==> src/hdl/icache_addr_pkg.sv <==
package icache_addr_pkg;

  // fetch address split: tag | index | offset
  localparam int ADDR_W     = 32;
  localparam int TAG_W      = 19;
  localparam int INDEX_W    = 7;
  localparam int OFFSET_W   = 6;
  localparam int WORD_SEL_W = 4;  // 16 words per line

  // 128 lines of 64 bytes
  localparam int LINES          = 128;
  localparam int WORDS_PER_LINE = 16;

  // top nibble of the uncached region
  localparam logic [3:0] UNCACHE_NIBBLE = 4'hA;

  typedef logic [ADDR_W-1:0] addr_t;

  typedef logic [TAG_W-1:0] tag_t;

  typedef logic [INDEX_W-1:0] index_t;

  // word within a line
  typedef logic [WORD_SEL_W-1:0] word_sel_t;

  typedef logic [31:0] word_t;  // one instruction

endpackage

==> src/hdl/icache_mem_pkg.sv <==
package icache_mem_pkg;

  localparam int BURST_LEN_W = 8;

  typedef logic [BURST_LEN_W-1:0] burst_len_t;  // beats minus one

  // length codes for the memory read port
  localparam burst_len_t BURST_LINE   = 8'd15;  // full line refill
  localparam burst_len_t BURST_SINGLE = 8'd0;   // uncached word

  // controller states
  typedef enum logic [2:0] {
    ST_RESET,
    ST_IDLE,
    ST_LOOKUP,
    ST_REFILL,
    ST_UNCACHED
  } icache_state_t;

endpackage

==> src/hdl/cache_line_if.sv <==
`timescale 1ns/1ps

interface cache_line_if import icache_addr_pkg::*; ();

  // shared line index, used by both stores
  index_t    rd_index;
  tag_t      cmp_tag;
  word_sel_t rd_word_sel;

  // refill side
  logic      wr_word_en;
  word_sel_t wr_word_sel;
  word_t     wr_word;
  logic      tag_wr_en;  // last refill beat

  // lookup results
  logic      hit;
  word_t     rd_word;

  modport ctrl (
    output rd_index, cmp_tag, rd_word_sel,
    output wr_word_en, wr_word_sel, wr_word, tag_wr_en,
    input  hit, rd_word
  );

  modport tag (input rd_index, cmp_tag, tag_wr_en, output hit);

  modport data (
    input  rd_index, rd_word_sel, wr_word_en, wr_word_sel, wr_word, tag_wr_en,
    output rd_word
  );

endinterface

==> src/hdl/icache_ctrl.sv <==
`timescale 1ns/1ps

module icache_ctrl
  import icache_addr_pkg::*;
  import icache_mem_pkg::*;
(
  input  logic        clk,
  input  logic        rst,

  // fetch side
  input  addr_t       fetch_addr_i,
  input  logic        fetch_valid_i,
  output word_t       fetch_data_o,
  output logic        fetch_valid_o,

  // memory read port
  output addr_t       mem_araddr_o,
  output logic        mem_arvalid_o,
  output burst_len_t  mem_rlen_o,
  input  word_t       mem_rdata_i,
  input  logic        mem_rready_i,

  cache_line_if.ctrl  line
);

  icache_state_t state;

  addr_t     req_addr;  // captured request
  addr_t     rd_addr;
  word_sel_t beat_cnt;

  logic beat;
  logic uncached;
  logic last_beat;
  logic take_req;

  assign beat      = mem_arvalid_o && mem_rready_i;
  assign last_beat = burst_len_t'(beat_cnt) == mem_rlen_o;

  // the response cycle consumes the held request
  assign take_req = fetch_valid_i && !fetch_valid_o;

  assign uncached = req_addr[ADDR_W-1 -: 4] == UNCACHE_NIBBLE;

  // idle reads ahead from the incoming address so the word is ready in lookup
  assign rd_addr = (state == ST_IDLE) ? fetch_addr_i : req_addr;

  assign line.rd_index    = rd_addr[OFFSET_W +: INDEX_W];
  assign line.rd_word_sel = rd_addr[OFFSET_W-WORD_SEL_W +: WORD_SEL_W];
  assign line.cmp_tag     = req_addr[ADDR_W-1 -: TAG_W];

  // refill writes straight from the read data
  assign line.wr_word_en  = (state == ST_REFILL) && beat;
  assign line.wr_word_sel = beat_cnt;
  assign line.wr_word     = mem_rdata_i;
  assign line.tag_wr_en   = line.wr_word_en && last_beat;

  always_ff @(posedge clk) begin
    if (rst) begin
      state         <= ST_RESET;
      mem_arvalid_o <= 1'b0;
      fetch_valid_o <= 1'b0;
      beat_cnt      <= '0;
    end else begin
      fetch_valid_o <= 1'b0;  // single cycle pulse
      case (state)
        ST_RESET: state <= ST_IDLE;
        ST_IDLE: begin
          if (take_req) begin
            state <= ST_LOOKUP;
          end
        end
        ST_LOOKUP: begin
          if (uncached) begin
            mem_arvalid_o <= 1'b1;
            state         <= ST_UNCACHED;
          end else if (line.hit) begin
            fetch_valid_o <= 1'b1;
            state         <= ST_IDLE;
          end else begin
            mem_arvalid_o <= 1'b1;
            beat_cnt      <= '0;
            state         <= ST_REFILL;
          end
        end
        ST_REFILL: begin
          if (beat) begin
            beat_cnt <= beat_cnt + 1'b1;
            if (last_beat) begin
              // no response here, the fetch unit re-issues and hits
              mem_arvalid_o <= 1'b0;
              state         <= ST_IDLE;
            end
          end
        end
        ST_UNCACHED: begin
          if (beat) begin
            mem_arvalid_o <= 1'b0;
            fetch_valid_o <= 1'b1;
            state         <= ST_IDLE;
          end
        end
        default: state <= ST_IDLE;
      endcase
    end
  end

  // request, burst setup and response word
  always_ff @(posedge clk) begin
    if (state == ST_IDLE && take_req) begin
      req_addr <= fetch_addr_i;
    end
    if (state == ST_LOOKUP) begin
      if (uncached) begin
        mem_araddr_o <= req_addr;  // exact word
        mem_rlen_o   <= BURST_SINGLE;
      end else begin
        mem_araddr_o <= {req_addr[ADDR_W-1:OFFSET_W], {OFFSET_W{1'b0}}};
        mem_rlen_o   <= BURST_LINE;
      end
      fetch_data_o <= line.rd_word;
    end
    if (state == ST_UNCACHED && beat) begin
      fetch_data_o <= mem_rdata_i;
    end
  end

  a_no_req_in_idle : assert property (
    @(posedge clk) disable iff (rst)
    (state == ST_IDLE) |-> !mem_arvalid_o
  );

  // burst stays within its declared length
  a_beat_in_range : assert property (
    @(posedge clk) disable iff (rst)
    mem_arvalid_o |-> (burst_len_t'(beat_cnt) <= mem_rlen_o)
  );

endmodule

==> src/flat_wrapper.sv <==
// flat-port wrapper written by rule: the top's interface ports become plain ports
module icache_ctrl_flat import icache_addr_pkg::*; import icache_mem_pkg::*;
  (clk, rst, fetch_addr_i, fetch_valid_i, fetch_data_o, fetch_valid_o, mem_araddr_o, mem_arvalid_o, mem_rlen_o, mem_rdata_i, mem_rready_i, line_rd_index, line_cmp_tag, line_rd_word_sel, line_wr_word_en, line_wr_word_sel, line_wr_word, line_tag_wr_en, line_hit, line_rd_word);
  cache_line_if line_i ();
  input  logic clk;
  input  logic rst;
  input  addr_t fetch_addr_i;
  input  logic fetch_valid_i;
  output word_t fetch_data_o;
  output logic fetch_valid_o;
  output addr_t mem_araddr_o;
  output logic mem_arvalid_o;
  output burst_len_t mem_rlen_o;
  input  word_t mem_rdata_i;
  input  logic mem_rready_i;
  output wire logic [$bits(line_i.rd_index)-1:0] line_rd_index;
  output wire logic [$bits(line_i.cmp_tag)-1:0] line_cmp_tag;
  output wire logic [$bits(line_i.rd_word_sel)-1:0] line_rd_word_sel;
  output wire logic [$bits(line_i.wr_word_en)-1:0] line_wr_word_en;
  output wire logic [$bits(line_i.wr_word_sel)-1:0] line_wr_word_sel;
  output wire logic [$bits(line_i.wr_word)-1:0] line_wr_word;
  output wire logic [$bits(line_i.tag_wr_en)-1:0] line_tag_wr_en;
  input wire logic [$bits(line_i.hit)-1:0] line_hit;
  input wire logic [$bits(line_i.rd_word)-1:0] line_rd_word;
  assign line_rd_index = line_i.rd_index;
  assign line_cmp_tag = line_i.cmp_tag;
  assign line_rd_word_sel = line_i.rd_word_sel;
  assign line_wr_word_en = line_i.wr_word_en;
  assign line_wr_word_sel = line_i.wr_word_sel;
  assign line_wr_word = line_i.wr_word;
  assign line_tag_wr_en = line_i.tag_wr_en;
  assign line_i.hit = line_hit;
  assign line_i.rd_word = line_rd_word;
  icache_ctrl u_core (.clk(clk), .rst(rst), .fetch_addr_i(fetch_addr_i), .fetch_valid_i(fetch_valid_i), .fetch_data_o(fetch_data_o), .fetch_valid_o(fetch_valid_o), .mem_araddr_o(mem_araddr_o), .mem_arvalid_o(mem_arvalid_o), .mem_rlen_o(mem_rlen_o), .mem_rdata_i(mem_rdata_i), .mem_rready_i(mem_rready_i), .line(line_i));
endmodule
==> config.mk <==
export PLATFORM = sky130hd
export DESIGN_NAME = icache_ctrl_flat
export DESIGN_NICKNAME = d
export VERILOG_FILES = /design/src/hdl/icache_addr_pkg.sv /design/src/hdl/icache_mem_pkg.sv /design/src/hdl/cache_line_if.sv /design/src/hdl/icache_ctrl.sv /design/src/flat_wrapper.sv
export SDC_FILE = /design/constraint.sdc
export NUM_CORES = 1
export LEC_CHECK = 0
export BUFFER_PORTS_ARGS = -buffer_cell sky130_fd_sc_hd__buf_2
export CORE_MARGIN = 2
export CORE_UTILIZATION = 48
export DETAILED_ROUTE_END_ITERATION = 8
export PLACE_DENSITY = 0.85
export RECOVER_POWER = 50
export SETUP_SLACK_MARGIN = 0.05
export SLEW_MARGIN = 20
export SYNTH_ARGS = -nofsm -noshare
export SYNTH_HDL_FRONTEND = slang
export SYNTH_SLANG_ARGS = --single-unit
==> constraint.sdc <==
create_clock -name clk -period 6 [get_ports clk]
set_input_delay 0.3 -clock clk [delete_from_list [all_inputs] [get_ports clk]]
set_output_delay 0.3 -clock clk [all_outputs]
set_load 0.01 [all_outputs]
==> reports/metrics.yaml <==
global_routing:
  grt_first_pass_wirelength_mm: 14.92
  grt_max_degree: 35
  grt_util_all_layers: 0.1921
  overflow: 0
  antenna_found_initial: 0
  grt_pass1_vias: 3038
routing:
  avgRoutedWirePerCell_um: 16.64
  wirelength_mm: 10.15
  drtIter0Drc: 200
  wl_met3_um: 972
  wl_met1_mm: 3.926
  first_pass_iters: 4
  vias: 3025
  viasPerCell: 4.959
  ant_nets: 0
  dr.max_layer_used: "met4"
  route.detailed.drc: 0
  wl_met2_mm: 5.109
worst_setup_path:
  critical_path_class: "reg2out"
  startpoint: "u_core.state[0]"
  worstPathRequired_ns: 5.70
  r2r_slack_ns: 3.89
  r2r_start: "u_core.state[0]"
  cp_data_arrival_time_ns: 1.99
  reg2reg_to: "u_core.req_addr[20]"
  crit_fanout: 14
  worstSetupStartpointType: "register"
  r2r_cells: 4
  crit_path_end_kind: "output port"
floorplan:
  die_area_um2: 10050
  dieWidth_um: 100.2
  start_util: 0.4880
  coreArea_um2: 9109
  die_h_um: 100.2
  num_rows: 35
  io_pins: 243
final_layout:
  antenna_cells: 0
  area_growth_pct: 21.28
  mostFrequentLayoutCell: "clkbuf_1"
  stdcell_area_um2: 5391
  final_cell_mix: "clkbuf_1 (121), buf_2 (118), edfxtp_1 (97), nand2_1 (39), mux2_2 (32)"
  drive_above_1_share: 0.3447
  final_nets: 596
sta:
  worst_slew_pin_slew_ns: 0.9184
  rsz0062_at_grt: "false"
  fmax_ghz: 0.4374
  hold_viol: 0
  fin_crit_sh: 0.3810
  finalSetupTns_ns: 0
  worst_clock_skew_ns: 0.01852
  drv_slew: 0
  fin_hold_ws_ns: 0.1027
  relSlewSlack: 0.3855
  period_needed_ns: 2.286
  setup_viol: 0
power_and_ir_drop:
  p_seq_frac: 0.562
  p_int_uw: 1186
  peakVddDrop_mv: 0.1422
  p_clk_frac: 0.253
  p_sw_frac: 0.2994
  powerDensity_nw_per_um2: 314.1
  p_leak_uw: 0.002097
  comb_power_share: 0.186
  switching_power_uw: 507.0
clock_tree:
  hold_buffers: 0
  clk_path_buf_depth: 2
  clk_pin_slew_worst_paths_ns: 0.12
  post_cts_buffers: 0
  numCtsBuffers: 9
  cts-resized-gates: 0
  insertion_delay_ns: 0.36
  cts_tree: "done"
  cts.htree.levels: 3
  root_buffer: "clkbuf_8"
  clkSinkCount: 106
yosys:
  synthesis.area_um2: 4446
  synth-warning-count: 0
  synth_seq_area_share: 0.6958
  syn_avg_cell_area_um2: 14.62
  synth-seq-cells: 106
  syn_inst: 304
  synth_cell_type_count: 35
worst_hold_path:
  whs_endpoint: "u_core.req_addr[18]"
  min_path_type: "in2reg"
  holdCritStartpoint: "fetch_addr_i[18]"
  holdPathStages: 1
placed_design:
  io_buffer_count: 238
  hpwl_mm: 7.681
  gp_congestion: 0.8454
  placed_area_um2: 5353
run_status:
  run_status: "finished, final reports clean"
flow_run:
  drv_cap: 0
-- how the worst max path moves through the flow --
stage	end	slack, ns	depth (start not counted)
2_1_floorplan	u_core.req_addr[0]	3.18	4
3_3_place_gp	u_core.req_addr[12]	4.00	4
3_5_place_dp	u_core.req_addr[6]	3.89	4
4_1_cts	line_rd_index[5]	3.66	5
5_1_grt	line_rd_index[4]	3.52	5
6_report	line_rd_word_sel[0]	3.71	5
-- cells in the mapped netlist --
master / n / share of area
edfxtp_1: 97 / 0.66
buf_4: 58 / 0.098
nand2_1: 39 / 0.033
mux2_2: 32 / 0.081
dfxtp_1: 9 / 0.041
and2_1: 7 / 0.0099
a21oi_1: 6 / 0.0068
nand3_1: 6 / 0.0068
clkbuf_1: 5 / 0.0042
inv_1: 5 / 0.0042
nor2_1: 5 / 0.0042
o21ai_0: 5 / 0.0056
buf_2: 4 / 0.0045
nand2b_1: 3 / 0.0042
a2111o_1: 2 / 0.0051
o2111ai_1: 2 / 0.0039
a211oi_1: 1 / 0.0017
a21o_1: 1 / 0.0017
a22oi_1: 1 / 0.0017
a31oi_1: 1 / 0.0014
conb_1: 1 / 0.00084
ha_1: 1 / 0.0028
nand3b_1: 1 / 0.0017
nor2b_1: 1 / 0.0014
nor3b_1: 1 / 0.0017
nor4bb_1: 1 / 0.0023
o21ai_1: 1 / 0.0011
o22a_1: 1 / 0.0020
o22ai_1: 1 / 0.0014
o31ai_1: 1 / 0.0017
or3_1: 1 / 0.0014
or3b_2: 1 / 0.0020
or3b_4: 1 / 0.0025
or4_1: 1 / 0.0017
xor2_1: 1 / 0.0020
-- per-layer routing --
layer | track usage | vias to the layer above
li1 | - | 1409
met1 | 0.2234 | 1415
met2 | 0.3438 | 189
met3 | 0.05432 | 12
met4 | 0.05901 | 0
met5 | 0 | -
-- power groups by stage --
| stage | combinational (uW) | clock, uW | sequential [uW] |
|---|---|---|---|
| floorplan | 172 | 0 | 991 |
| global placement | 327 | 0 | 961 |
| detailed placement | 337 | 0 | 966 |
| CTS | 338 | 439 | 949 |
| global route | 344 | 463 | 961 |
| finish | 315 | 428 | 951 |
-- state kept, by name (all words and copies together), names as in the netlist --
register,count
u_core.mem_rlen_o,1
u_core.state,3
u_core.mem_araddr_o,32
u_core.line.wr_word_sel,4
u_core.req_addr,32
u_core.fetch_valid_o,1
u_core.fetch_data_o,32
u_core.mem_arvalid_o,1
-- kinds of logic (layout without fill, tap and decap cells) --
family          after synthesis  after routing  share of synthesized area
simple gates                 68             68                    0.07262
other cells                   1              4                  0.0008435
compound gates               23             23                    0.03406
fa+ha+maj                     1              1                   0.002814
flops                       106            106                     0.6957
buf+inv                      72            264                     0.1109
mux                          32             32                    0.08106
xor+xnor                      1              1                   0.001971
-- stage by stage --
stage / std cells / util / power (uW) / setup slack [ns]
global placement: 594 / 0.5876 / 1289 / 4.003
floorplan: 307 / - / 1162 / 3.177
detailed placement: 594 / 0.5876 / 1303 / 3.894
global route: 610 / 0.5919 / 1768 / 3.521
CTS: 610 / 0.6088 / 1727 / 3.655
finish: 610 / 0.5919 / 1693 / 3.714
-- worst max-delay path: stages (launching register included) --
cell and delay, ns:
dfxtp_1 0.45, nor2b_1 0.34, nand2b_1 0.40, nand2_1 0.23, nand2_1 0.08, buf_2 0.14
-- cell type report --
| class | count | area (um^2) |
|---|---|---|
| inverters | 5 | 18.77 |
| flip-flops and latches | 106 | 3093 |
| repair buffers | 243 | 1075 |
| fillers | 772 | 3717 |
| well taps | 111 | 138.9 |
| multi-input cells | 129 | 873.3 |
| clock buffers | 9 | 123.9 |
| clock inverters | 7 | 68.82 |
Power figures use the tool's default switching activity.
